$ cat config.mk
export PLATFORM = sky130hd
export DESIGN_NAME = instruction_fetch
export DESIGN_NICKNAME = d
export VERILOG_FILES = /design/src/logic/mips_pkg.sv /design/src/logic/instruction_fetch.sv
export SDC_FILE = /design/constraint.sdc
export NUM_CORES = 2
export LEC_CHECK = 0
export BUFFER_PORTS_ARGS = -buffer_cell sky130_fd_sc_hd__buf_2
export CAP_MARGIN = 20
export CORE_ASPECT_RATIO = 2
export CORE_MARGIN = 4
export CORE_UTILIZATION = 41
export DETAILED_ROUTE_END_ITERATION = 8
export SETUP_SLACK_MARGIN = 0.1
export SLEW_MARGIN = 20
export SYNTH_ARGS = -nofsm -noshare
export SYNTH_HDL_FRONTEND = slang
export SYNTH_SLANG_ARGS = --single-unit
export TNS_END_PERCENT = 5
$ cat constraint.sdc
create_clock -name clk -period 11.4 [get_ports clk]
set_clock_uncertainty 0.15 [all_clocks]
set_input_delay 0.57 -clock clk [delete_from_list [all_inputs] [get_ports clk]]
set_output_delay 0.57 -clock clk [all_outputs]
set_load 0.05 [all_outputs]
$ cat src/logic/mips_pkg.sv
`default_nettype none

package mips_pkg;

	//////////////////////////////////////////////////
	// sizes
	//////////////////////////////////////////////////

	localparam int DATA_W     = 32;
	localparam int REG_ADDR_W = 5;
	localparam int IMEM_DEPTH = 64; // instruction words
	localparam int DMEM_DEPTH = 64; // data words
	localparam int IMEM_AW    = $clog2(IMEM_DEPTH);
	localparam int DMEM_AW    = $clog2(DMEM_DEPTH);

	//////////////////////////////////////////////////
	// opcodes and function codes
	//////////////////////////////////////////////////

	localparam logic [5:0] OP_RTYPE = 6'h00;
	localparam logic [5:0] OP_ADDIU = 6'h09;
	localparam logic [5:0] OP_LW    = 6'h23;
	localparam logic [5:0] OP_SW    = 6'h2b;
	localparam logic [5:0] OP_BEQ   = 6'h04;
	localparam logic [5:0] OP_HALT  = 6'h3f; // not a MIPS opcode

	localparam logic [5:0] FN_ADDU = 6'h21;
	localparam logic [5:0] FN_SUBU = 6'h23;
	localparam logic [5:0] FN_AND  = 6'h24;
	localparam logic [5:0] FN_OR   = 6'h25;
	localparam logic [5:0] FN_SLT  = 6'h2a;

	typedef enum logic [2:0] {
		ADD,
		SUB,
		AND,
		OR,
		SLT
	} alu_op_e;

	//////////////////////////////////////////////////
	// instruction word, R and I views
	//////////////////////////////////////////////////

	typedef struct packed {
		logic [5:0]            opcode;
		logic [REG_ADDR_W-1:0] rs;
		logic [REG_ADDR_W-1:0] rt;
		logic [REG_ADDR_W-1:0] rd;
		logic [4:0]            shamt;
		logic [5:0]            funct;
	} instr_r_t;

	typedef struct packed {
		logic [5:0]            opcode;
		logic [REG_ADDR_W-1:0] rs;
		logic [REG_ADDR_W-1:0] rt;
		logic [15:0]           imm;
	} instr_i_t;

	typedef union packed {
		instr_r_t r;
		instr_i_t i;
	} instr_u;

	typedef struct packed {
		alu_op_e alu_op;
		logic    alu_src_imm; // b operand from imm
		logic    mem_read;
		logic    mem_write;
		logic    reg_write;
		logic    mem_to_reg;  // wb takes load data
		logic    branch;
	} ctrl_t;

	//////////////////////////////////////////////////
	// stage registers, all zero is a bubble
	//////////////////////////////////////////////////

	typedef struct packed {
		instr_u            instr;
		logic [DATA_W-1:0] pc_plus4;
		logic              valid;
	} if_id_t;

	typedef struct packed {
		ctrl_t                 ctrl;
		logic [DATA_W-1:0]     reg1;
		logic [DATA_W-1:0]     reg2;
		logic [DATA_W-1:0]     imm;
		logic [REG_ADDR_W-1:0] rs;
		logic [REG_ADDR_W-1:0] rt;
		logic [REG_ADDR_W-1:0] dest;
		logic [DATA_W-1:0]     pc_plus4;
		logic                  halt;
	} id_ex_t;

	typedef struct packed {
		ctrl_t                 ctrl;
		logic [DATA_W-1:0]     alu;
		logic [DATA_W-1:0]     store_data;
		logic [REG_ADDR_W-1:0] dest;
		logic [DATA_W-1:0]     branch_target;
		logic                  zero;
		logic                  halt;
	} ex_mem_t;

	typedef struct packed {
		logic                  reg_write;
		logic [REG_ADDR_W-1:0] dest;
		logic [DATA_W-1:0]     data;
		logic                  halt;
	} mem_wb_t;

endpackage

`default_nettype wire

$ cat src/logic/instruction_fetch.sv
`timescale 1ns/1ns
`default_nettype none

module instruction_fetch (
	input  wire logic                          clk,
	input  wire logic                          arst_n,
	input  wire logic                          run,
	input  wire logic                          halt,
	input  wire logic                          stall,
	input  wire logic                          hold,
	input  wire logic                          flush,
	input  wire logic [mips_pkg::DATA_W-1:0]   branch_target,
	input  wire logic                          load_req,
	input  wire logic [mips_pkg::IMEM_AW-1:0]  load_addr,
	input  wire logic [mips_pkg::DATA_W-1:0]   load_data,
	output logic                               load_ack,
	output logic [mips_pkg::DATA_W-1:0]        pc,
	output mips_pkg::if_id_t                   if_id
);
	import mips_pkg::*;

	logic [DATA_W-1:0] imem [IMEM_DEPTH];
	logic [DATA_W-1:0] pc_plus4;
	logic [DATA_W-1:0] instr_word;
	logic              step;

	assign step       = run && !halt; // pipeline advance
	assign pc_plus4   = pc + DATA_W'(4);
	assign instr_word = imem[pc[IMEM_AW+1:2]]; // word addressed

	//////////////////////////////////////////////////
	// host load, four-phase req/ack
	//////////////////////////////////////////////////

	always_ff @(posedge clk) begin
		if (load_req && !load_ack)
			imem[load_addr] <= load_data;
	end

	always_ff @(posedge clk or negedge arst_n) begin
		if (!arst_n)
			load_ack <= 1'b0;
		else if (load_req && !load_ack)
			load_ack <= 1'b1; // word written
		else if (!load_req && load_ack)
			load_ack <= 1'b0; // host released req
	end

	//////////////////////////////////////////////////
	// pc and IF/ID
	//////////////////////////////////////////////////

	always_ff @(posedge clk or negedge arst_n) begin
		if (!arst_n) begin
			pc <= '0;
		end else if (step) begin
			if (flush)
				pc <= branch_target; // taken beq from MEM
			else if (!stall && !hold)
				pc <= pc_plus4;
		end
	end

	always_ff @(posedge clk or negedge arst_n) begin
		if (!arst_n) begin
			if_id <= '0;
		end else if (step) begin
			if (flush || hold)
				if_id <= '0;
			else if (!stall) begin
				if_id.instr    <= instr_word;
				if_id.pc_plus4 <= pc_plus4;
				if_id.valid    <= 1'b1;
			end
		end
	end

	// host may only start a load while the core is stopped
	a_load_stopped: assert property (@(posedge clk) disable iff (!arst_n)
		$rose(load_req) |-> !run);

endmodule

`default_nettype wire

# == After elaboration in Yosys (flattened, before gate mapping) ==
# Memory sizes are Yosys's and may differ from the RTL's.
# Cells that the tools add are included.
# classes
n_addsub,1
n_mul,0
div,0
order_cmp,0
n_eq_ne,1
n_shift,0
mux,8
bitwise,0
n_reduce_logical,14
# ops
operator,n
two-way mux 65 bit,2
two-way mux 32 bit,2
"adder 32 x 3 -> 32 bit, second input constant",1
logical NOT 1 bit,5
logical AND 1 bit,4
two-way mux 1 bit,4
AND reduction 2 bit,2
nonzero test 2 bit,2
"inequality test 2 x 1 -> 1 bit, second input constant",1
logical OR 1 bit,1
# totals
regBits,98
latchBits,0
ramBits,2048
romBits,0
input_bits,78
elab_cells,30
n_memories,1
# memory_table
memory,depth,width,rd,rd_clocked_by_memory_dff,write_ports,line_no,rtl
imem,64,32,1,0,1,instruction_fetch.sv:22,logic [DATA_W-1:0] imem [IMEM_DEPTH];

# == Logic depth before layout (Yosys ltp) ==
# depth
word_depth,4
mapped_depth,11
depth_no_buf,6

# == Worst setup path before layout ==
# Ideal clock, no wire load.
# synth_path
path_type,reg-to-reg
start,reg load_ack
end,mem imem[48][0] (enable)
setup_time_ps,461
t_arrival_ps,3426
t_required_ps,10789
slack_ps,7363
stages_incl_launch_ff,6
path_buffers,1
synth_period_minus_slack_ps,4037
cell_sequence,dfrtp_1 > inv_1 > ha_1 > clkbuf_1 > nand4b_1 > nor3_1
# synth_between
elab_chain_cells,4
# synth_rtl
element,line_no,rtl
"start, declared",instruction_fetch.sv:16,"output logic load_ack,"
"start signal, assigned",instruction_fetch.sv:42,load_ack <= 1'b0;
"start signal, assigned",instruction_fetch.sv:44,load_ack <= 1'b1;
"start signal, assigned",instruction_fetch.sv:46,load_ack <= 1'b0;
logical NOT 1 bit,instruction_fetch.sv:36,if (load_req && !load_ack)
logical AND 1 bit,instruction_fetch.sv:36,
two-way mux 1 bit,instruction_fetch.sv:36,
two-way mux 1 bit (not written as such),instruction_fetch.sv:37,imem[load_addr] <= load_data;
"end, declared",instruction_fetch.sv:22,
# Every way passes these cells.

# == Worst setup path in the final report ==
# layout_path
start,reg pc[3] (netlist name)
end,reg if_id[48] (netlist name)
# layout_between
elab_chain_cells,3
# layout_rtl
element,line_no,rtl
"start, declared",instruction_fetch.sv:17,"output logic [mips_pkg::DATA_W-1:0] pc,"
"start signal, assigned",instruction_fetch.sv:58,pc <= branch_target;
"start signal, assigned",instruction_fetch.sv:60,pc <= pc_plus4;
memory read (64 x 32 bit),n/a,
two-way mux 65 bit,instruction_fetch.sv:70,else if (!stall) begin
two-way mux 65 bit,instruction_fetch.sv:68,if (flush || hold)
"end, declared",instruction_fetch.sv:18,output mips_pkg::if_id_t if_id
# Every way passes these cells. The select of a mux whose other input is x is not followed.
# A chain may end at the register's enable or synchronous reset.

==> flow_summary.toml <==
[drt]
highest_layer = "met5"
vias = 41000
via_per_inst = 5.93
wl_per_cell_um = 32.2
drcViolationCount = 0
postRouteAntennaNets = 0
drtIter0Drc = 4092
drt-met1-wl_um = 76500
dr.pass1.iters = 8
route.met2.wl_um = 123000
wl_met3_um = 13100
wirelength_um = 223000

[critical_path]
critPathLaunch = "pc[3]$_DFFE_PN0P_"
critPathMaxFanout = 44
crit_path_end_kind = "register"
reg2reg_setup_slack_ps = 6660
worstPathRequired_ps = 11950
path_class = "reg -> reg"
reg2reg_from = "pc[3]$_DFFE_PN0P_"
arrival_ps = 5280
start_kind = "register"

[status]
status = "completed"

[cts]
numCtsBuffers = 178
clkSlewWorstSetupHoldPaths_ps = 70
cts_num_sinks = 2146
clk_path_buf_depth = 4
h-tree-depth = 4
cts_hold_buf = 34
root_buffer = "clkbuf_16"
cts_tree = "done"
cts_setup_buffers = 0
ctsResizeCount = 0
clock_latency_ps = 810

[pwr]
p_leak_nw = 29.9
vdd_drop_max_mv = 0.114
powerDensity_mw_per_mm2 = 188

[layout]
post_route_cells_drive_above_1_share = 0.257
areaGrowthSynthToFinish_pct = 12.9
fin_cells = 6917
fin_util = 0.465
final_common_cell = "edfxtp_1"
finalNetCount = 4273
fillCellCount = 16600
layout_common_cells = "edfxtp_1 (2048), mux4_2 (479), mux2i_1 (236)"

[sta]
slew_violations = 0
hold_violations = 0
finalSetupTns_ps = 0
setup_viol = 0
rsz0062_at_grt = "no"
fmax_mhz = 211
period_minus_slack_ps = 4740
relSlewSlack = 0.271
setup_slack_ps = 6660
worst_pin_slew_ps = 1090
fin_crit_sh = 0.415

[grt]
grt_pass1_wl_um = 316000
grt_pass1_vias = 42500
grt_remaining_overflow = 0
grt_max_degree = 109
antenna_found_initial = 12
grt_usage = 0.211

[placement]
place_ws_ps = 6610
dp.cells = 6559
routabilityCongestion = 0.809
numPortBuffers = 175
dp_hpwl_um = 125000

[floorplan]
io_pins = 176
start_util = 0.412
die_x_um = 326
rows = 233
die_y_um = 644
fp.coreArea_mm2 = 0.201
dieArea_mm2 = 0.210

[yosys]
yosysWarnings = 0
synth_edf_count = 2048
syn_area_mm2 = 0.0829
ys_seq_elements = 2146
ys_types = 53
syn_inst = 3920
synthFlopType = "edfxtp_1"
synth-seq-area-share = 0.772
synth_fp_nets = 4000
synthArstFlopShare = 0.0457
synth_area_per_cell_um2 = 21.1

[job]
maxCapViolCount = 0

[hold_path]
min_path_type = "in -> reg"
min-delay-start = "load_data[7]"
[per-stage QoR]
| stage | cell area (um2) | hold slack, ps | total power, mW |
|---|---|---|---|
| after detailed placement | 87400 | 310 | 11.7 |
| after global placement | 87400 | 305 | 11.7 |
| after floorplan | 82900 | 124 | 10.8 |
| final | 93600 | 32.7 | 17.6 |
| after global routing | 93600 | 22.3 | 18.2 |
| after CTS | 93400 | 108 | 17.8 |
[power by group]
group	leakage (nW)	internal, mW	switching, mW	total [mW]
Combinational	7.43	1.17	1.53	2.70
Sequential	19.7	8.70	0.127	8.82
Clock	2.77	3.37	2.74	6.11
Total	29.9	13.2	4.39	17.6
[logic make-up after synthesis]
| kind of cell | after synthesis | synth area share |
|---|---|---|
| buffers and inverters | 232 | 0.0126 |
| xor gates and xnor gates | 27 | 0.00285 |
| adders and majority gates | 2 | 0.000302 |
| DFF | 2146 | 0.772 |
| AOI/OAI and AO/OA | 300 | 0.0246 |
| muxes | 721 | 0.160 |
| and+or+nand+nor | 492 | 0.0284 |
[cells in the mapped netlist (all sizes together) (2+ instances only)]
cell type  number  area [um2]
a22oi          35         263
ha              2        25.0
nand3          86         435
xnor2          21         184
a22o           34         298
a21o            3        22.5
edfxtp       2048       61500
nand2b          6        37.5
nand4b          2        17.5
clkbuf        118         443
and3           37         231
o21ai          45         225
o311a           4        40.0
dfrtp          98        2450
nand2         192         721
a21oi          54         270
inv             4        15.0
and2            4        25.0
buf           109         584
o22a            4        35.0
nor4           12         115
xor2            6        52.6
mux4          479       10800
mux2            6        67.6
nand4          40         256
nor2b           7        43.8
nor2           80         300
nand3b          3        22.5
a221oi         32         280
or2             2        12.5
nor3           12        70.1
a211oi         34         255
mux2i         236        2360
or3             5        31.3
o22ai          51         319
[path summary, 6_finish.rpt]
check | cells after the start | end
setup / recovery | 7 | if_id[48]$_DFFE_PN0P_
hold reg to reg | 2 | if_id[30]$_DFFE_PN0P_
setup reg to reg | 7 | if_id[48]$_DFFE_PN0P_
max in group asynchronous | 3 | pc[3]$_DFFE_PN0P_
hold / removal | 1 | imem[27][7]$_DFFE_PP_
min in group asynchronous | 2 | pc[27]$_DFFE_PN0P_
[metal layers]
layer  track usage  vias up
met5             0        -
met4        0.0872        6
met3        0.0262      417
met2         0.395     1634
met1         0.243    22100
li1              -    16800
[sequential cells by signal (all words and copies together), names as in the netlist]
name      cells
if_id        65
imem       2048
load_ack      1
pc           32
[layout make-up]
cell class                      count  area [um2]  area share
Multi-Input combinational cell   1542       18400       0.197
Sequential cell                  2146       64000       0.684
Tap cell                         2585        3230      0.0346
Clock buffer                      228        4850      0.0518
Antenna cell                        6        15.0    0.000160
Inverter                            5        18.8    0.000201
Timing Repair Buffer              320        2240      0.0240
Clock inverter                     85         826     0.00883
[worst max-delay path, stage by stage, from the launching register on]
cell and delay [ps]:
dfrtp_4 800, buf_4 710, buf_4 810, mux4_2 610, mux4_2 520, mux2i_1 560
nand3_1 150, and3_1 210
Note: power is estimated with default switching activity, not from simulation.
