==> config.mk <==
export PLATFORM = sky130hd
export DESIGN_NAME = decode
export DESIGN_NICKNAME = d
export VERILOG_FILES = /design/src/logic/mips_pkg.sv /design/src/logic/decode.sv
export SDC_FILE = /design/constraint.sdc
export NUM_CORES = 2
export LEC_CHECK = 0
export CORE_UTILIZATION = 65
export CTS_CLUSTER_SIZE = 28
export DETAILED_ROUTE_END_ITERATION = 12
export DONT_BUFFER_PORTS = 1
export HOLD_SLACK_MARGIN = 0.12
export MAX_ROUTING_LAYER = met4
export PLACE_DENSITY = 0.88
export RECOVER_POWER = 50
export SYNTH_ARGS = -nofsm -noshare
export SYNTH_HDL_FRONTEND = slang
export SYNTH_SLANG_ARGS = --single-unit
==> constraint.sdc <==
create_clock -name clk -period 9.7 [get_ports clk]
set_input_delay 1.94 -clock clk [delete_from_list [all_inputs] [get_ports clk]]
set_output_delay 1.94 -clock clk [all_outputs]
set_load 0.1 [all_outputs]
==> src/logic/mips_pkg.sv <==
`default_nettype none

package mips_pkg;

	//////////////////////////////////////////////////
	// sizes
	//////////////////////////////////////////////////

	localparam int DATA_W     = 32;
	localparam int REG_ADDR_W = 5;
	localparam int IMEM_DEPTH = 64; // instruction words
	localparam int DMEM_DEPTH = 64; // data words
	localparam int IMEM_AW    = $clog2(IMEM_DEPTH);
	localparam int DMEM_AW    = $clog2(DMEM_DEPTH);

	//////////////////////////////////////////////////
	// opcodes and function codes
	//////////////////////////////////////////////////

	localparam logic [5:0] OP_RTYPE = 6'h00;
	localparam logic [5:0] OP_ADDIU = 6'h09;
	localparam logic [5:0] OP_LW    = 6'h23;
	localparam logic [5:0] OP_SW    = 6'h2b;
	localparam logic [5:0] OP_BEQ   = 6'h04;
	localparam logic [5:0] OP_HALT  = 6'h3f; // not a MIPS opcode

	localparam logic [5:0] FN_ADDU = 6'h21;
	localparam logic [5:0] FN_SUBU = 6'h23;
	localparam logic [5:0] FN_AND  = 6'h24;
	localparam logic [5:0] FN_OR   = 6'h25;
	localparam logic [5:0] FN_SLT  = 6'h2a;

	typedef enum logic [2:0] {
		ADD,
		SUB,
		AND,
		OR,
		SLT
	} alu_op_e;

	//////////////////////////////////////////////////
	// instruction word, R and I views
	//////////////////////////////////////////////////

	typedef struct packed {
		logic [5:0]            opcode;
		logic [REG_ADDR_W-1:0] rs;
		logic [REG_ADDR_W-1:0] rt;
		logic [REG_ADDR_W-1:0] rd;
		logic [4:0]            shamt;
		logic [5:0]            funct;
	} instr_r_t;

	typedef struct packed {
		logic [5:0]            opcode;
		logic [REG_ADDR_W-1:0] rs;
		logic [REG_ADDR_W-1:0] rt;
		logic [15:0]           imm;
	} instr_i_t;

	typedef union packed {
		instr_r_t r;
		instr_i_t i;
	} instr_u;

	typedef struct packed {
		alu_op_e alu_op;
		logic    alu_src_imm; // b operand from imm
		logic    mem_read;
		logic    mem_write;
		logic    reg_write;
		logic    mem_to_reg;  // wb takes load data
		logic    branch;
	} ctrl_t;

	//////////////////////////////////////////////////
	// stage registers, all zero is a bubble
	//////////////////////////////////////////////////

	typedef struct packed {
		instr_u            instr;
		logic [DATA_W-1:0] pc_plus4;
		logic              valid;
	} if_id_t;

	typedef struct packed {
		ctrl_t                 ctrl;
		logic [DATA_W-1:0]     reg1;
		logic [DATA_W-1:0]     reg2;
		logic [DATA_W-1:0]     imm;
		logic [REG_ADDR_W-1:0] rs;
		logic [REG_ADDR_W-1:0] rt;
		logic [REG_ADDR_W-1:0] dest;
		logic [DATA_W-1:0]     pc_plus4;
		logic                  halt;
	} id_ex_t;

	typedef struct packed {
		ctrl_t                 ctrl;
		logic [DATA_W-1:0]     alu;
		logic [DATA_W-1:0]     store_data;
		logic [REG_ADDR_W-1:0] dest;
		logic [DATA_W-1:0]     branch_target;
		logic                  zero;
		logic                  halt;
	} ex_mem_t;

	typedef struct packed {
		logic                  reg_write;
		logic [REG_ADDR_W-1:0] dest;
		logic [DATA_W-1:0]     data;
		logic                  halt;
	} mem_wb_t;

endpackage

`default_nettype wire

==> src/logic/decode.sv <==
`timescale 1ns/1ns
`default_nettype none

module decode (
	input  wire logic                            clk,
	input  wire logic                            arst_n,
	input  wire logic                            run,
	input  wire logic                            halt,
	input  wire logic                            flush,
	input  wire mips_pkg::if_id_t                if_id,
	input  wire mips_pkg::mem_wb_t               mem_wb,
	input  wire logic [mips_pkg::REG_ADDR_W-1:0] dbg_addr,
	output mips_pkg::id_ex_t                     id_ex,
	output logic                                 stall,
	output logic                                 hold,
	output logic [mips_pkg::DATA_W-1:0]          dbg_reg
);
	import mips_pkg::*;

	logic [DATA_W-1:0]     regs [2**REG_ADDR_W];
	instr_u                instr;
	logic [REG_ADDR_W-1:0] rs;
	logic [REG_ADDR_W-1:0] rt;
	logic [REG_ADDR_W-1:0] dest;
	logic [DATA_W-1:0]     rd1;
	logic [DATA_W-1:0]     rd2;
	logic [DATA_W-1:0]     imm_ext;
	ctrl_t                 ctrl;
	id_ex_t                id_ex_d;
	logic                  uses_rs;
	logic                  uses_rt;
	logic                  is_halt;
	logic                  hold_q;
	logic                  rf_we;
	logic                  step;

	assign step    = run && !halt;
	assign instr   = if_id.instr;
	assign rs      = instr.i.rs;
	assign rt      = instr.r.rt;
	assign imm_ext = {{(DATA_W-16){instr.i.imm[15]}}, instr.i.imm};

	//////////////////////////////////////////////////
	// control decode
	//////////////////////////////////////////////////

	always_comb begin
		ctrl    = '0;
		dest    = instr.i.rt;
		uses_rs = 1'b0;
		uses_rt = 1'b0;
		is_halt = 1'b0;
		if (if_id.valid) begin
			case (instr.r.opcode)
				OP_RTYPE: begin
					dest           = instr.r.rd;
					uses_rs        = 1'b1;
					uses_rt        = 1'b1;
					ctrl.reg_write = 1'b1;
					case (instr.r.funct)
						FN_ADDU: ctrl.alu_op = ADD;
						FN_SUBU: ctrl.alu_op = SUB;
						FN_AND:  ctrl.alu_op = AND;
						FN_OR:   ctrl.alu_op = OR;
						FN_SLT:  ctrl.alu_op = SLT;
						default: ctrl.reg_write = 1'b0; // unknown funct acts as nop
					endcase
				end
				OP_ADDIU: begin
					uses_rs          = 1'b1;
					ctrl.alu_src_imm = 1'b1;
					ctrl.reg_write   = 1'b1;
				end
				OP_LW: begin
					uses_rs          = 1'b1;
					ctrl.alu_src_imm = 1'b1;
					ctrl.mem_read    = 1'b1;
					ctrl.reg_write   = 1'b1;
					ctrl.mem_to_reg  = 1'b1;
				end
				OP_SW: begin
					uses_rs          = 1'b1;
					uses_rt          = 1'b1;
					ctrl.alu_src_imm = 1'b1;
					ctrl.mem_write   = 1'b1;
				end
				OP_BEQ: begin
					uses_rs     = 1'b1;
					uses_rt     = 1'b1;
					ctrl.alu_op = SUB;
					ctrl.branch = 1'b1;
				end
				OP_HALT: is_halt = 1'b1;
				default: ;
			endcase
		end
	end

	//////////////////////////////////////////////////
	// register file, write-through read
	//////////////////////////////////////////////////

	assign rf_we = step && mem_wb.reg_write && (mem_wb.dest != '0);

	always_ff @(posedge clk) begin
		if (rf_we)
			regs[mem_wb.dest] <= mem_wb.data;
	end

	assign rd1 = (rs == '0) ? '0 :
		(rf_we && mem_wb.dest == rs) ? mem_wb.data : regs[rs];
	assign rd2 = (rt == '0) ? '0 :
		(rf_we && mem_wb.dest == rt) ? mem_wb.data : regs[rt];
	assign dbg_reg = (dbg_addr == '0) ? '0 : regs[dbg_addr]; // r0 is never written

	//////////////////////////////////////////////////
	// hazards and ID/EX
	//////////////////////////////////////////////////

	// load in EX whose result is needed here
	assign stall = id_ex.ctrl.mem_read && (id_ex.dest != '0) &&
		((uses_rs && id_ex.dest == rs) || (uses_rt && id_ex.dest == rt));

	always_ff @(posedge clk or negedge arst_n) begin
		if (!arst_n)
			hold_q <= 1'b0;
		else if (step) begin
			if (flush)
				hold_q <= 1'b0; // halt was on a wrong path
			else if (is_halt)
				hold_q <= 1'b1;
		end
	end

	assign hold = !flush && (hold_q || is_halt);

	always_comb begin
		id_ex_d          = '0;
		id_ex_d.ctrl     = ctrl;
		id_ex_d.reg1     = rd1;
		id_ex_d.reg2     = rd2;
		id_ex_d.imm      = imm_ext;
		id_ex_d.rs       = rs;
		id_ex_d.rt       = rt;
		id_ex_d.dest     = dest;
		id_ex_d.pc_plus4 = if_id.pc_plus4;
		id_ex_d.halt     = is_halt;
	end

	always_ff @(posedge clk or negedge arst_n) begin
		if (!arst_n)
			id_ex <= '0;
		else if (step) begin
			if (flush || stall)
				id_ex <= '0; // bubble
			else
				id_ex <= id_ex_d;
		end
	end

	// stalled instruction waits in IF/ID for its retry
	a_stall_keeps_if_id: assert property (@(posedge clk) disable iff (!arst_n)
		(step && stall && !flush) |=> $stable(if_id));

endmodule

`default_nettype wire

Yosys cells after proc, flatten, opt, wreduce, memory -nomap -nowiden
Memory sizes are Yosys's and may differ from the RTL's.
Index checks and enable logic that the tools add are counted.
{"block": "totals", "reg_bits": 154, "ram_bits": 1024, "input_bits": 114, "output_inout_bits": 187, "elab_cells": 86, "n_memories": 1}
{"block": "classes", "eq_ne": 14, "mux": 27, "reduce_logical": 28}
{"name": "regs", "depth": 32, "word_bits": 32, "read_ports": 3, "rd_ports_with_merged_regs": 0, "write_ports": 1, "line": "decode.sv:20", "rtl": "logic [DATA_W-1:0] regs [2**REG_ADDR_W];"}
{"op": "32-bit 2-to-1 mux", "count": 5}
{"op": "153-bit 2-to-1 mux", "count": 1}
{"op": "6-bit == test (second input constant)", "count": 8}
{"op": "5-bit == test", "count": 4}
{"op": "5-bit logical NOT", "count": 3}
{"op": "1-bit 2-to-1 mux", "count": 15}
{"op": "3-bit case mux with 4 select lines", "count": 1}
{"op": "1-bit logical AND", "count": 10}
{"op": "5-bit 2-to-1 mux", "count": 2}
{"op": "5-bit nonzero test", "count": 2}
{"op": "5-bit OR reduction", "count": 2}
{"op": "9-bit 2-to-1 mux", "count": 1}
{"op": "6-bit by 3-bit == test with 1-bit output (second input constant)", "count": 1}
{"op": "6-bit by 4-bit == test with 1-bit output (second input constant)", "count": 1}
{"op": "6-bit logical NOT", "count": 1}
{"op": "3-bit case mux with 2 select lines", "count": 1}
{"op": "3-bit OR reduction", "count": 2}
{"op": "1-bit logical OR", "count": 3}
{"op": "1-bit logical NOT", "count": 2}
{"op": "1-bit case mux with 2 select lines", "count": 1}
{"op": "2-bit AND reduction", "count": 1}
{"op": "2-bit nonzero test", "count": 1}
{"op": "2-bit OR reduction", "count": 1}

Logic depth before layout (Yosys ltp)
{"block": "depth", "word_depth": 9, "depth_mapped": 9, "mapped_depth_nobuf": 6}

Worst setup path before layout
OpenSTA, ideal clock, no wires.
{"block": "synth_timing", "kind": "input-to-output", "startpoint": "input dbg_addr[0] in the netlist's numbering", "endpoint": "output dbg_reg[29] in the netlist's numbering", "t_arrival_ns": 5.572, "t_required_ns": 7.760, "setup_slack_ns": 2.188, "stages": 7, "n_path_buf": 3, "cell_sequence": "clkbuf_1 > clkbuf_1 > buf_1 > mux4_2 > mux4_2 > inv_1 > o21ai_0"}
{"block": "synth_via", "elab_chain_cells": 2, "elab_cells_between_ends": 3, "classes_between": "mux: 1; reduce/logical: 1; memory: 1"}
{"item": "from (decl)", "line": "decode.sv:12", "rtl": "input wire logic [mips_pkg::REG_ADDR_W-1:0] dbg_addr,"}
{"item": "memory 32 x 32 bit or 5-bit logical NOT (tied branches)"}
{"item": "32-bit 2-to-1 mux *", "line": "decode.sv:114", "rtl": "assign dbg_reg = (dbg_addr == '0) ? '0 : regs[dbg_addr];"}
{"item": "to (decl)", "line": "decode.sv:16", "rtl": "output logic [mips_pkg::DATA_W-1:0] dbg_reg"}
Mark *: on every way between the ends. The rest lies on a longest branch, timed or not.

Final worst setup path
{"block": "layout_timing", "startpoint": "input if_id[60] in the netlist's numbering", "endpoint": "output stall"}
{"block": "layout_via", "elab_chain_cells": 7, "elab_cells_between_ends": 15, "classes_between": "eq/ne: 4; mux: 4; reduce/logical: 7"}
{"item": "from (decl)", "line": "decode.sv:10", "rtl": "input wire mips_pkg::if_id_t if_id,"}
{"item": "6-bit == test, or another cell as far along", "line": "decode.sv:54", "rtl": "case (instr.r.opcode)"}
{"item": "5-bit OR reduction (no source line) or 3-bit OR reduction (tied branches)"}
{"item": "1-bit 2-to-1 mux", "line": "decode.sv:54"}
{"item": "1-bit 2-to-1 mux", "line": "decode.sv:53", "rtl": "if (if_id.valid) begin"}
{"item": "1-bit logical AND", "line": "decode.sv:122", "rtl": "((uses_rs && id_ex.dest == rs) || (uses_rt && id_ex.dest == rt));"}
{"item": "1-bit logical OR *", "line": "decode.sv:122"}
{"item": "1-bit logical AND *", "line": "decode.sv:121", "rtl": "assign stall = id_ex.ctrl.mem_read && (id_ex.dest != '0) &&"}
{"item": "to (decl)", "line": "decode.sv:14", "rtl": "output logic stall,"}
Marks and branches as above.

==> metrics.txt <==
Avg Inst Size Synth=roughly 19 um2; clock sink count=1161; vias in the first global route=40.41k; Compound-Gate Fraction of Synth Area=0.05418; cell taking the most area after synthesis=edfxtp_1; CP Cell Sequence=or4_1 > o21ai_0 > nor4b_2 > a21o_1; Peak supply drop=0.0002087 V; Logic pwr share=0.087; failing checks=capacitance limit, slew limit; Clock Pin Slew Worst Setup and Hold Paths=0.07 ns; fin nets=3119; TritonCTS buffer count=roughly 110; Max Cap Viol=6; Final min period=6.211 ns; CTS tree=built; DR WL/cell=48.03 um; flops & latches, synth=1161; Post-DP HPWL=101000 um; Rows=110; share of cells above drive strength 1=0.3901; largest net degree at the start of global routing=258; die area=92670 um2; worst-skew pair later-pin latency=0.71 ns; I/O Pins=301; post_cts resized=0; Leak Pwr=0.02043 uW; gp weighted congestion=0.8832; main combinational cell family by area after synthesis=multiplexers; area share of the largest cell type after synthesis=0.5173; final slew viol count=roughly 110; RSZ-0062 raised after global routing=no; asr flop ratio synth=0.1180; initial core utilization=0.6584; Max H-tree Level=3; routed vias/inst=slightly above 9; fillers=~4.8k; CP max-delay cell=nor4b_2; grt ovf=0; Hold WC Path Type=reg2reg; status=finished with violations; Netlist cell types=47; Synth-to-Final Area Change=8.832%; crit path launch type=primary input; global-route wire length before repair=290200 um; area of the core=90290 um2; Routed Antenna Nets=0; Worst setup EP type=output port; max_slew headroom=-1.564; Syn. warnings=0; Power Density=183.6 nW/um2; crit path buf inv count=0; Detailed Route WL=206200 um; post-synthesis simple-gate area fraction=0.01779; count of final setup violators=0; Max Buffers Root-to-Sink=3; Tot Pwr=11880 uW; Clock Skews=about 0.022 ns; die width=between 300 and 400 um; Pre-antenna DRT Iters=7; Post-route DRC=0; WP data required=7.76 ns; CP Class=in2out; net switching power=3129 uW; Hold-fix buffers, CTS=0; worst-path fanout max=5; Die H=just over 300 um; Most used DFF post-synth=edfxtp_1; Final WS setup=3.489 ns; sequential cell fraction of total power=0.516; Arr. time, crit path=between 4 and 5 ns; Post-synth EDFFs=1024; initial antenna violation count=4; Post-synth top cells=1024 x edfxtp_1, 845 x mux4_2, 166 x o22ai_1; I/O Buffers=0; synthesized instance count=~3.1k; Post-Synth XOR/XNOR Area=0.003094; Hold Slack=about 0.55 ns; DR iter-0 viols=7759; period utilisation layout=0.6403; Overall Global Routing Usage=0.4626; Area contributors post-synth=edfxtp_1 52%, mux4_2 32%, dfrtp_1 5.8%; clock share of power=0.397; Seq/Total Area, Yosys=0.5749; Critical Path Max Stage Delay=0.79 ns; mux contribution to synthesized area=0.3258; maximum clock frequency=161.0 MHz; worst-margin pin slew=between 3 and 4 ns; postcts setup bufs=0; final hold viol count=0; via count=39.90k; Post-Place Worst Slack=3.541 ns; final setup TNS=0 ns; adder-cell area share of the yosys netlist=0; clk root buf=clkbuf_16; sw frac=0.2635; Mapped Area=around 59000 um2; final core occ=0.7166; cell-internal power=8747 uW; crit-path leading delay family=simple AND/OR/NAND/NOR gates; most common cell in the netlist=edfxtp_1
path summary, 6_finish.rpt:
check	from	end	slack (ns)	cells after the start
worst max-delay path	if_id[60]	stall	3.49	4
worst min-delay path	hold_q$_DFFE_PN0P_	hold_q$_DFFE_PN0P_	0.55	2
max in group asynchronous	arst_n	id_ex[81]$_DFFE_PN0P_	8.47	0
worst max register to register	id_ex[34]$_DFFE_PN0P_	id_ex[85]$_DFFE_PN0P_	5.58	7
worst min register to register	hold_q$_DFFE_PN0P_	hold_q$_DFFE_PN0P_	0.55	2
min in group asynchronous	arst_n	id_ex[6]$_DFFE_PN0P_	0.93	0
logic make-up (layout without fill, tap and decap cells):
kind of cell	Yosys count	count (layout)
DFF	1161	1161
muxes	875	875
xor gates and xnor gates	21	21
other	1	46
buffers and inverters	342	324
and+or+nand+nor	216	216
AOI/OAI and AO/OA	475	475
per-layer routing:
| layer | up-vias | track usage | wire (um) |
|---|---|---|---|
| met3 | 1402 | 0.2030 | 39310 |
| li1 | 13503 | - | - |
| met2 | 5193 | 0.6532 | 91990 |
| met5 | - | - | 0 |
| met4 | 0 | 0.3024 | 17550 |
| met1 | 19800 | 0.5415 | 57400 |
state kept, by name, indices dropped and copies added (netlist names):
register,count
id_ex,136
regs,1024
hold_q,1
power by group through the flow:
stage / combinational [uW] / sequential, uW / clock [uW]
after floorplan: 926 / 6160 / 0
after global placement: 943 / 6210 / 0
after detailed placement: 970 / 6220 / 0
after CTS: 996 / 6120 / 4690
after global routing: 1040 / 6120 / 4850
final: 1030 / 6130 / 4720
cell usage in the layout (no fill, tap or decap), drive strengths merged, types with 64 or more instances in the layout:
cell,netlist,final
clkbuf,161,171
a22o,66,66
o21ai,114,114
mux4,845,845
edfxtp,1024,1024
buf,141,68
a22oi,64,64
o22ai,166,166
nor2,68,68
dfrtp,137,137
per-stage QoR:
step	area, um2	cells
4_1_cts	64690	4279
2_1_floorplan	59560	3122
6_report	64700	4294
3_3_place_gp	60740	4065
3_5_place_dp	60740	4065
5_1_grt	64680	4286
worst register-to-register path, cell delays in order (launching register included):
cell	delay [ns]
dfrtp_1	0.80
or4_1	0.68
o2111ai_1	0.36
nor4b_2	0.21
nor4_4	0.99
buf_4	0.59
a22oi_1	0.24
o21ai_1	0.17
area by class of cell:
cell class	instances	area (um2)	share of cell area
antenna	14	35.03	0.0005415
clock buffer	169	3367	0.05204
clock inverter	45	575.6	0.008896
inverter	40	150.1	0.002321
multi-input combinational	1619	24360	0.3765
sequential	1161	34180	0.5284
tap	1176	1471	0.02274
timing repair buffer	70	558.0	0.008626
(Power assumes the default switching activity.)
