### src/logic/mips_pkg.sv
`default_nettype none

package mips_pkg;

	//////////////////////////////////////////////////
	// sizes
	//////////////////////////////////////////////////

	localparam int DATA_W     = 32;
	localparam int REG_ADDR_W = 5;
	localparam int IMEM_DEPTH = 64; // instruction words
	localparam int DMEM_DEPTH = 64; // data words
	localparam int IMEM_AW    = $clog2(IMEM_DEPTH);
	localparam int DMEM_AW    = $clog2(DMEM_DEPTH);

	//////////////////////////////////////////////////
	// opcodes and function codes
	//////////////////////////////////////////////////

	localparam logic [5:0] OP_RTYPE = 6'h00;
	localparam logic [5:0] OP_ADDIU = 6'h09;
	localparam logic [5:0] OP_LW    = 6'h23;
	localparam logic [5:0] OP_SW    = 6'h2b;
	localparam logic [5:0] OP_BEQ   = 6'h04;
	localparam logic [5:0] OP_HALT  = 6'h3f; // not a MIPS opcode

	localparam logic [5:0] FN_ADDU = 6'h21;
	localparam logic [5:0] FN_SUBU = 6'h23;
	localparam logic [5:0] FN_AND  = 6'h24;
	localparam logic [5:0] FN_OR   = 6'h25;
	localparam logic [5:0] FN_SLT  = 6'h2a;

	typedef enum logic [2:0] {
		ADD,
		SUB,
		AND,
		OR,
		SLT
	} alu_op_e;

	//////////////////////////////////////////////////
	// instruction word, R and I views
	//////////////////////////////////////////////////

	typedef struct packed {
		logic [5:0]            opcode;
		logic [REG_ADDR_W-1:0] rs;
		logic [REG_ADDR_W-1:0] rt;
		logic [REG_ADDR_W-1:0] rd;
		logic [4:0]            shamt;
		logic [5:0]            funct;
	} instr_r_t;

	typedef struct packed {
		logic [5:0]            opcode;
		logic [REG_ADDR_W-1:0] rs;
		logic [REG_ADDR_W-1:0] rt;
		logic [15:0]           imm;
	} instr_i_t;

	typedef union packed {
		instr_r_t r;
		instr_i_t i;
	} instr_u;

	typedef struct packed {
		alu_op_e alu_op;
		logic    alu_src_imm; // b operand from imm
		logic    mem_read;
		logic    mem_write;
		logic    reg_write;
		logic    mem_to_reg;  // wb takes load data
		logic    branch;
	} ctrl_t;

	//////////////////////////////////////////////////
	// stage registers, all zero is a bubble
	//////////////////////////////////////////////////

	typedef struct packed {
		instr_u            instr;
		logic [DATA_W-1:0] pc_plus4;
		logic              valid;
	} if_id_t;

	typedef struct packed {
		ctrl_t                 ctrl;
		logic [DATA_W-1:0]     reg1;
		logic [DATA_W-1:0]     reg2;
		logic [DATA_W-1:0]     imm;
		logic [REG_ADDR_W-1:0] rs;
		logic [REG_ADDR_W-1:0] rt;
		logic [REG_ADDR_W-1:0] dest;
		logic [DATA_W-1:0]     pc_plus4;
		logic                  halt;
	} id_ex_t;

	typedef struct packed {
		ctrl_t                 ctrl;
		logic [DATA_W-1:0]     alu;
		logic [DATA_W-1:0]     store_data;
		logic [REG_ADDR_W-1:0] dest;
		logic [DATA_W-1:0]     branch_target;
		logic                  zero;
		logic                  halt;
	} ex_mem_t;

	typedef struct packed {
		logic                  reg_write;
		logic [REG_ADDR_W-1:0] dest;
		logic [DATA_W-1:0]     data;
		logic                  halt;
	} mem_wb_t;

endpackage

`default_nettype wire

### src/logic/execute.sv
`timescale 1ns/1ns
`default_nettype none

module execute (
	input  wire logic              clk,
	input  wire logic              arst_n,
	input  wire logic              run,
	input  wire logic              halt,
	input  wire logic              flush,
	input  wire mips_pkg::id_ex_t  id_ex,
	input  wire mips_pkg::ex_mem_t mem_fwd,
	input  wire mips_pkg::mem_wb_t wb_fwd,
	output mips_pkg::ex_mem_t      ex_mem
);
	import mips_pkg::*;

	logic [DATA_W-1:0] op_a;
	logic [DATA_W-1:0] op_b;
	logic [DATA_W-1:0] alu_b;
	logic [DATA_W-1:0] alu_y;
	ex_mem_t           ex_mem_d;
	logic              step;

	// MEM result is younger, so it wins over WB
	function automatic logic [DATA_W-1:0] fwd_sel(
		input logic [REG_ADDR_W-1:0] src,
		input logic [DATA_W-1:0]     reg_val,
		input ex_mem_t               m,
		input mem_wb_t               w
	);
		if (m.ctrl.reg_write && m.dest != '0 && m.dest == src)
			return m.alu;
		if (w.reg_write && w.dest != '0 && w.dest == src)
			return w.data;
		return reg_val;
	endfunction

	assign step  = run && !halt;
	assign op_a  = fwd_sel(id_ex.rs, id_ex.reg1, mem_fwd, wb_fwd);
	assign op_b  = fwd_sel(id_ex.rt, id_ex.reg2, mem_fwd, wb_fwd);
	assign alu_b = id_ex.ctrl.alu_src_imm ? id_ex.imm : op_b;

	//////////////////////////////////////////////////
	// ALU
	//////////////////////////////////////////////////

	always_comb begin
		case (id_ex.ctrl.alu_op)
			ADD:     alu_y = op_a + alu_b;
			SUB:     alu_y = op_a - alu_b;
			AND:     alu_y = op_a & alu_b;
			OR:      alu_y = op_a | alu_b;
			SLT:     alu_y = {{(DATA_W-1){1'b0}}, $signed(op_a) < $signed(alu_b)};
			default: alu_y = '0;
		endcase
	end

	always_comb begin
		ex_mem_d               = '0;
		ex_mem_d.ctrl          = id_ex.ctrl;
		ex_mem_d.alu           = alu_y;
		ex_mem_d.store_data    = op_b; // forwarded rt
		ex_mem_d.dest          = id_ex.dest;
		ex_mem_d.branch_target = id_ex.pc_plus4 + {id_ex.imm[DATA_W-3:0], 2'b00};
		ex_mem_d.zero          = (op_a == op_b);
		ex_mem_d.halt          = id_ex.halt;
	end

	always_ff @(posedge clk or negedge arst_n) begin
		if (!arst_n)
			ex_mem <= '0;
		else if (step) begin
			if (flush)
				ex_mem <= '0; // younger than the taken beq
			else
				ex_mem <= ex_mem_d;
		end
	end

endmodule

`default_nettype wire

### config.mk
export PLATFORM = sky130hd
export DESIGN_NAME = execute
export DESIGN_NICKNAME = d
export VERILOG_FILES = /design/src/logic/mips_pkg.sv /design/src/logic/execute.sv
export SDC_FILE = /design/constraint.sdc
export NUM_CORES = 1
export LEC_CHECK = 0
export BUFFER_PORTS_ARGS = -buffer_cell sky130_fd_sc_hd__buf_4
export CAP_MARGIN = 20
export CORE_AREA = 2 2 164 166
export CTS_CLUSTER_SIZE = 28
export DETAILED_ROUTE_END_ITERATION = 8
export DIE_AREA = 0 0 166 168
export PLACE_DENSITY = 0.78
export SLEW_MARGIN = 20
export SYNTH_ARGS = -nofsm -noshare
export SYNTH_HDL_FRONTEND = slang
export SYNTH_SLANG_ARGS = --single-unit
export TNS_END_PERCENT = 10
### constraint.sdc
create_clock -name clk -period 1.75 [get_ports clk]
set_clock_uncertainty 0.05 [all_clocks]
set_input_delay 0.0875 -clock clk [delete_from_list [all_inputs] [get_ports clk]]
set_output_delay 0.0875 -clock clk [all_outputs]
set_load 0.03 [all_outputs]
Word-level counts from Yosys, hierarchy flattened --
Index checks and enable logic that the tools add are counted.
Storage, ports and cells: register bits after elaboration 112, input port bits 309, output and inout bits 112
Operators by class: $add $sub $neg 3, $lt $le $gt $ge 1, eq/ne operators 9, multiplexer cells 17, bitwise operators 2, reduce and logical (&&, ||, !) cells 11
Operators with widths (number):
- 32-bit 2-to-1 mux | 9
- 32-bit one-hot mux with 5 select lines | 1
- 112-bit 2-to-1 mux | 1
- 32-bit adder | 2
- 32-bit AND | 1
- 32-bit equality test | 1
- 32-bit < comparator | 1
- 32-bit OR | 1
- 32-bit subtractor | 1
- 5-bit equality test | 4
- 5-bit nonzero test | 2
- 1-bit logical AND | 7
- 3-bit by 2-bit equality test with 1-bit output (second input constant) | 2
- 1-bit 2-to-1 mux | 6
- 3-bit by 1-bit equality test with 1-bit output (second input constant) | 1
- 3-bit equality test (second input constant) | 1
- 3-bit logical NOT | 1
- 1-bit logical NOT | 1

Logic depth before layout (Yosys ltp) --
Gate-level depths: netlist (run 1).
word-level depth 11, depth in mapped cells 20, mapped depth without buffers 19

Worst setup path before layout (run 1) --
OpenSTA, ideal clock, no wires.
kind input -> register, from input wb_fwd[34] (netlist bit), to register ex_mem[101] (netlist bit), setup time 0.126 ns, data arrival time 4.243 ns, slack -2.669 ns, stages on the path 19, buffers on the path 1, cells stage by stage or4_4 -> o21ai_4 -> nor4_4 -> buf_6 -> mux2i_1 -> o21ai_1 -> mux2_2 -> ha_1 -> fa_1 -> a211oi_2 -> o21a_1 -> o41ai_2 -> a31o_1 -> a21o_1 -> a221o_1 -> a221oi_2 -> xnor2_1 -> nor3_1 -> a221o_1
Between the ends: longest elaborated chain between the ends 11, elaborated cells on any way between the ends 23, classes of those cells add/sub (2); eq/ne (2); mux (13); bitwise (2); reduce/logical (4)
RTL lines:
- from (decl) | line execute.sv:12 | input wire mips_pkg::mem_wb_t wb_fwd,
- 5-bit nonzero test | line execute.sv:33 | if (w.reg_write && w.dest != '0 && w.dest == src)
- 1-bit logical AND (2 in a row) | line execute.sv:33
- 1-bit 2-to-1 mux (2 in a row) | line execute.sv:33
- 32-bit 2-to-1 mux | line execute.sv:35 | return reg_val;
- 32-bit 2-to-1 mux | line execute.sv:33
- 32-bit 2-to-1 mux | line execute.sv:41 | assign alu_b = id_ex.ctrl.alu_src_imm ? id_ex.imm : op_b;
- 32-bit subtractor (tied with other cells) | line execute.sv:50 | SUB: alu_y = op_a - alu_b;
- 32-bit one-hot mux with 5 select lines (*) | line execute.sv:48 | case (id_ex.ctrl.alu_op)
- 112-bit 2-to-1 mux (*) | line execute.sv:73 | if (flush)
- to (signal assigned) | line execute.sv:76 | ex_mem <= ex_mem_d;
- to (decl) | line execute.sv:13 | output mips_pkg::ex_mem_t ex_mem
Mark *: on every way between the ends. The rest lies on a longest branch, timed or not. The select of a mux whose other input is x is not followed. A chain may end at the register's enable or synchronous reset.

Worst setup path in the final report (run 1) --
Same ends and word-level chain as after synthesis.

==> results.cfg, run 1 <==
[clock_network]
cts_tree = built
cts_root_buf = clkbuf_16
cts_sinks = 112
clk_latency_ns = 0.37
h-tree-depth = 3
cts.clk_slew.worst_paths_ns = 0.09
numCtsBuffers = 9
clk_path_buf_depth = 2

[logic_synthesis]
ys.flop_type = dfrtp_1
synthTopCellsByCount = 179 x nand2_1, 132 x o21ai_0, 125 x ha_1, 112 x dfrtp_1, 103 x inv_1
syn_area_per_cell_um2 = 7.92
ys_ff_latch = 112
ys_top_cells_by_area = dfrtp_1 23%, ha_1 13%, nand2_1 5.5%
synth_top_area_share_pct = 23.0
synth_area_mm2 = 0.0122
syn_nets = 1977
ys_warn_count = 0
synth.most_common_cell = nand2_1
postSynth.asyncResetShare_pct = 100
synthCells = 1540
synth_edf_count = 0
synth.distinct_cells = 77
netlist.top_cell.by_area = dfrtp_1
yosysSeqAreaShare_pct = 23.0

[timing]
timing.final.ws_setup_ns = -2.40
rsz0062_at_grt = true
period_minus_slack_ns = 4.15
max_slew.worst_pin.slew_ns = 0.628
setup_violations = 74
hold_viol = 0
final-max-slew-violation-count = 0
max_freq_mhz = 241
slew_headroom_pct = 58.0
fin_crit_sh_pct = 237

[min_path]
hp-start = id_ex[147]
hold_class = primary input to register

[setup_path]
worst_setup_path_start_kind = primary input
worstPathRequired_ns = 1.97
critPathKind = primary input to register
end_kind = register
arrival_ns = 4.36
crit_fanout = 3
r2r_start = ex_mem[99]
startpoint = wb_fwd[34]

[layout]
n_fill_cell = 1941
stdcell_count = 2613
regMostFlops = ex_mem
nets = 2704
largest_reg_flops = 112
final_cell_area_mm2 = 0.0199
largestRegisters = ex_mem x112
n_antenna_cell = 0
drive_gt1_share_pct = 44.7
syn_to_final_growth_pct = 62.9

[run_status]
violations = setup timing
outcome = finished, violations left

[power]
clkPwrFrac_pct = 18.1
power_density_mw_per_mm2 = 643
swShare_pct = 42.0
vdd_ir_drop_max_uv = 460
leakagePower_nw = 9.53
p_seq_share_pct = 24.0
p_int_w = 0.00742
switchingPower_w = 0.00537
p_comb_share_pct = 57.9

[global_route]
antenna_found_initial = 0
grt_max_degree = 83
overflow = 0
grt.total_usage_pct = 40.0
grt_pass1_vias = 15300
grt_first_pass_wirelength_mm = 87.0

[flow_run]
max_cap_viol_count = 0

[drt]
ant_nets = 0
initialDrtViolationCount = 1189
num_vias = 15100
viasPerCell = 5.78
dr.pass1.iters = 5
drc = 0
wl_per_cell_um = 22.1
routed_wl_mm = 57.8

[place]
dpl.hpwl_mm = 46.4
port_buffers = 345
globalplace.congestion = 1.00
dp_cells = 2566
placed_cell_area_mm2 = 0.0182

[die]
fp-row-count = 60
start_util_pct = 46.3
die_y_um = 168
io_pins = 421
core-area_mm2 = 0.0264
die_w_um = 166
die_area_mm2 = 0.0279
[power by group through the flow]
stage	clock network, W	logic [W]	registers [W]
4_1_cts	0.00234	0.00706	0.00306
6_report	0.00232	0.00740	0.00307
3_3_place_gp	0	0.00650	0.00310
3_5_place_dp	0	0.00658	0.00311
2_1_floorplan	0	0.00275	0.00365
5_1_grt	0.00240	0.00783	0.00309
[logic make-up (layout without fill, tap and decap cells)]
family	Yosys count	count (layout)	synth area share [%]
AO/OA/AOI/OAI	502	502	26.4
buffers and inverters	186	918	5.92
XOR/XNOR	100	100	7.18
multiplexers	100	100	8.54
flip-flops	112	112	23.0
AND/OR/NAND/NOR	412	412	15.6
adder cells (fa/ha/maj)	128	128	13.3
[worst paths after layout]
| kind | to | slack [ns] | cells past startpoint |
|---|---|---|---|
| setup / recovery | ex_mem[101] | -2.40 | 19 |
| hold / removal | ex_mem[106] | 0.02 | 3 |
| setup reg to reg | ex_mem[99] | 0.16 | 8 |
| hold reg to reg | ex_mem[77] | 0.44 | 2 |
| max in group asynchronous | ex_mem[3] | 0.86 | 3 |
| min in group asynchronous | ex_mem[13] | 0.17 | 2 |
[area by class of cell]
cell class              instances  area (um^2)  area share (%)
clock inverters                 6         67.6           0.340
flip-flops and latches        112         2800            14.1
multi-input cells            1242         9710            48.9
well taps                     341          427            2.15
repair buffers                796         6220            31.3
inverters                     106          398            2.00
clock buffers                  10          239            1.20
[per-layer routing]
metal,up-vias,GRT usage [%],wire (um)
met5,-,0,0
met4,0,23.5,3900
met1,7122,47.1,21800
li1,6943,-,-
met2,842,69.4,27600
met3,204,6.23,4470
[layout by cell type (no fill, tap or decap), drive strengths merged, types with 32 or more instances in the layout]
cell type  Yosys  layout
dfrtp        112     112
nand2        179     179
xor2          38      38
nand2b        32      32
a21oi        100     100
ha           125     125
buf           12     783
xnor2         62      62
mux2          33      33
nor2          96      96
mux2i         67      67
o21ai        190     190
a22o          35      35
inv          105     109
[metrics by stage]
step	TNS, ns	utilization, %	setup WS (ns)	hold slack [ns]	power [W]
finish	-71.95	75.4	-2.40	0.0212	0.0128
global route	-79.42	75.4	-2.51	0.0157	0.0133
CTS	-69.65	74.0	-2.34	0.00400	0.0125
detailed placement	-117.54	69.2	-2.92	0.0488	0.00969
global placement	-113.54	69.2	-2.86	0.0486	0.00960
floorplan	-71.69	-	-2.50	-0.258	0.00640
[critical path, stage by stage]
cell,delay [ns]
buf_8,0.10
or4_4,0.54
o21ai_4,0.21
nor4_4,0.10
mux2i_1,0.17
o21ai_1,0.10
mux2_4,0.31
ha_4,0.17
fa_2,0.42
a211oi_4,0.28
o21a_1,0.22
o41ai_2,0.11
a31o_4,0.24
a21o_1,0.20
a221o_1,0.36
a221oi_2,0.26
xnor2_1,0.14
nor3_1,0.06
a221o_1,0.25
[what timing repair did]
item,4_1_cts,5_1_grt
resized for setup,174,89
buffers inserted,20,7
pin swaps,72,57
setup endpoints to repair,83,85
hold buffers,13,0
hold endpoints to repair,42,0
Note: power is estimated with default switching activity, not from simulation.
==> inputs of run 2 (changes only) <==
--- a/config.mk
+++ b/config.mk
@@ -5,13 +5,13 @@
 export SDC_FILE = /design/constraint.sdc
 export NUM_CORES = 1
 export LEC_CHECK = 0
-export BUFFER_PORTS_ARGS = -buffer_cell sky130_fd_sc_hd__buf_4
+export BUFFER_PORTS_ARGS = -buffer_cell sky130_fd_sc_hd__buf_2
 export CAP_MARGIN = 20
-export CORE_AREA = 2 2 164 166
+export CORE_UTILIZATION = 40
 export CTS_CLUSTER_SIZE = 28
 export DETAILED_ROUTE_END_ITERATION = 8
-export DIE_AREA = 0 0 166 168
-export PLACE_DENSITY = 0.78
+export PLACE_DENSITY = 0.69
+export RECOVER_POWER = 25
 export SLEW_MARGIN = 20
 export SYNTH_ARGS = -nofsm -noshare
 export SYNTH_HDL_FRONTEND = slang
==> run 2 against run 1 <==
Net effect: the run still ends with setup timing left; worst setup slack worse by 0.022 ns; utilization is 11 points lower; wire length is 0.78% lower; combinational power is 3% lower; largest power group unchanged.
==> results.cfg, run 2 (same netlist as run 1, synthesis figures left out) <==
[timing]
max_freq_mhz = 240
setup_violations = 61
max_slew.worst_pin.slew_ns = 0.814
timing.final.ws_setup_ns = -2.42
slew_headroom_pct = 45.7
rsz0062_at_grt = true
hold_viol = 0
fin_crit_sh_pct = 238
period_minus_slack_ns = 4.17
final-max-slew-violation-count = 0

[die]
core-area_mm2 = 0.0298
die_y_um = 177
die_area_mm2 = 0.0312
fp-row-count = 63
start_util_pct = 40.9
die_w_um = 177
io_pins = 421

[layout]
largest_reg_flops = 112
mostFrequentLayoutCells = 444 x buf_4, 342 x buf_2, 176 x nand2_1, 112 x dfrtp_1, 104 x ha_1
final_util_pct = 64.5
drive_gt1_share_pct = 44.9
layout_commonest_cell = buf_4
regMostFlops = ex_mem
final_cell_area_mm2 = 0.0192
largestRegisters = ex_mem x112
syn_to_final_growth_pct = 57.6
nets = 2734

[power]
swShare_pct = 42.2
vdd_ir_drop_max_uv = 504
clkPwrFrac_pct = 17.0
p_seq_share_pct = 24.6
p_int_w = 0.00714
finalPower_w = 0.0124
switchingPower_w = 0.00521
power_density_mw_per_mm2 = 643
leakagePower_nw = 9.41
p_comb_share_pct = 58.4

[clock_network]
cts_root_buf = clkbuf_16
cts_tree = built
clk_latency_ns = 0.38
cts_sinks = 112
h-tree-depth = 3
numCtsBuffers = 9
cts.clk_slew.worst_paths_ns = 0.08
clk_path_buf_depth = 2

[setup_path]
rr_worst_depth = 6
r2r_start = ex_mem[98]
path_cells = buf_8, or4_4, o21ai_4, nor4_4, buf_12, mux2i_2, o21ai_2, mux2_4, ha_4, fa_2, a211oi_2, o21a_2, o41ai_4, a31o_1, a21o_1, a221o_1, a221oi_2, xnor2_1, nor3_1, a221o_1
critPathSlowestCell = or4_4
critPathMaxStageDelay_ns = 0.54
arrival_ns = 4.39
r2r_slack_ns = 0.12
end_kind = register
r2r_end = ex_mem[98]
worst_setup_path_start_kind = primary input
critPathKind = primary input to register
crit_fanout = 8
worstPathRequired_ns = 1.97
crit_top_cell = a221o_1

[global_route]
grt_max_degree = 74
grt.total_usage_pct = 36.1
antenna_found_initial = 4
grt_first_pass_wirelength_mm = 84.7
overflow = 0
grt_pass1_vias = 15200

[min_path]
hold-path-cell-count = 4
hold_class = primary input to register
hp-start = id_ex[32]
holdPathEnd = ex_mem[33]

[drt]
ant_nets = 0
viasPerCell = 5.60
drc = 0
wl_per_cell_um = 21.3
dr.pass1.iters = 5
num_vias = 15100
routed_wl_mm = 57.3
initialDrtViolationCount = 866

[place]
port_buffers = 345
dpl.hpwl_mm = 46.2
placed_cell_area_mm2 = 0.0175
globalplace.congestion = 1.03

[flow_run]
max_cap_viol_count = 0

[run_status]
violations = setup timing
outcome = finished, violations left
## run 2: layout make-up
| type | count | area [um^2] |
|---|---|---|
| well taps | 390 | 488 |
| diodes | 4 | 10.0 |
| multi-input cells | 1242 | 9700 |
| inverters | 106 | 398 |
| flip-flops and latches | 112 | 2800 |
| fillers | 2613 | 10600 |
| repair buffers | 826 | 5550 |
| clock inverters | 3 | 26.3 |
| clock buffers | 13 | 250 |
## run 2: worst max-delay path by stage
stage | startpoint | endpoint | slack, ns | cells after the start
6_report | wb_fwd[34] | ex_mem[101] | -2.42 | 20
5_1_grt | wb_fwd[34] | ex_mem[101] | -2.54 | 20
4_1_cts | wb_fwd[34] | ex_mem[101] | -2.42 | 20
3_5_place_dp | wb_fwd[37] | ex_mem[71] | -3.24 | 19
3_3_place_gp | wb_fwd[37] | ex_mem[90] | -3.10 | 20
2_1_floorplan | wb_fwd[34] | ex_mem[101] | -2.50 | 19
## run 2: metal layers
layer	vias to the layer above	global-route usage, %	routed length, um
li1	7016	-	-
met1	7181	41.2	22300
met2	704	62.0	27400
met3	191	4.66	3250
met4	0	25.9	4350
met5	-	0	0
## run 2: power by group through the flow
stage	combinational, W	clock (W)	sequential [W]
global placement	0.00635	0	0.00308
detailed placement	0.00639	0	0.00308
global route	0.00768	0.00222	0.00307
floorplan	0.00275	0	0.00365
finish	0.00721	0.00210	0.00304
CTS	0.00677	0.00213	0.00303
## run 2: metrics by stage
| step | std cells | setup WS, ns | TNS [ns] | hold WS [ns] |
|---|---|---|---|---|
| final | 2696 | -2.42 | -70.22 | 0.0453 |
| after global routing | 2696 | -2.54 | -77.70 | 0.101 |
| after CTS | 2675 | -2.42 | -69.80 | 0.0524 |
| after detailed placement | 2628 | -3.24 | -136.38 | 0.00523 |
| after global placement | 2628 | -3.10 | -132.52 | 0.00692 |
| after floorplan | 1540 | -2.50 | -71.69 | -0.258 |
## run 2: timing repair
item / CTS / global route
hold endpoints to repair: 110 / 0
hold buffers: 14 / 0
pin swaps: 28 / 50
resized for setup: 117 / 123
endpoints found under the setup margin: 88 / 80
buffers inserted: 17 / 17
## run 2: worst max-delay path, delay by kind of cell
family / cells / cell delay (ns)
xor gates and xnor gates: 1 / 0.17
adders and majority gates: 2 / 0.53
and+or+nand+nor: 3 / 0.68
buffers and inverters: 2 / 0.25
muxes: 2 / 0.50
AOI/OAI and AO/OA: 10 / 2.13
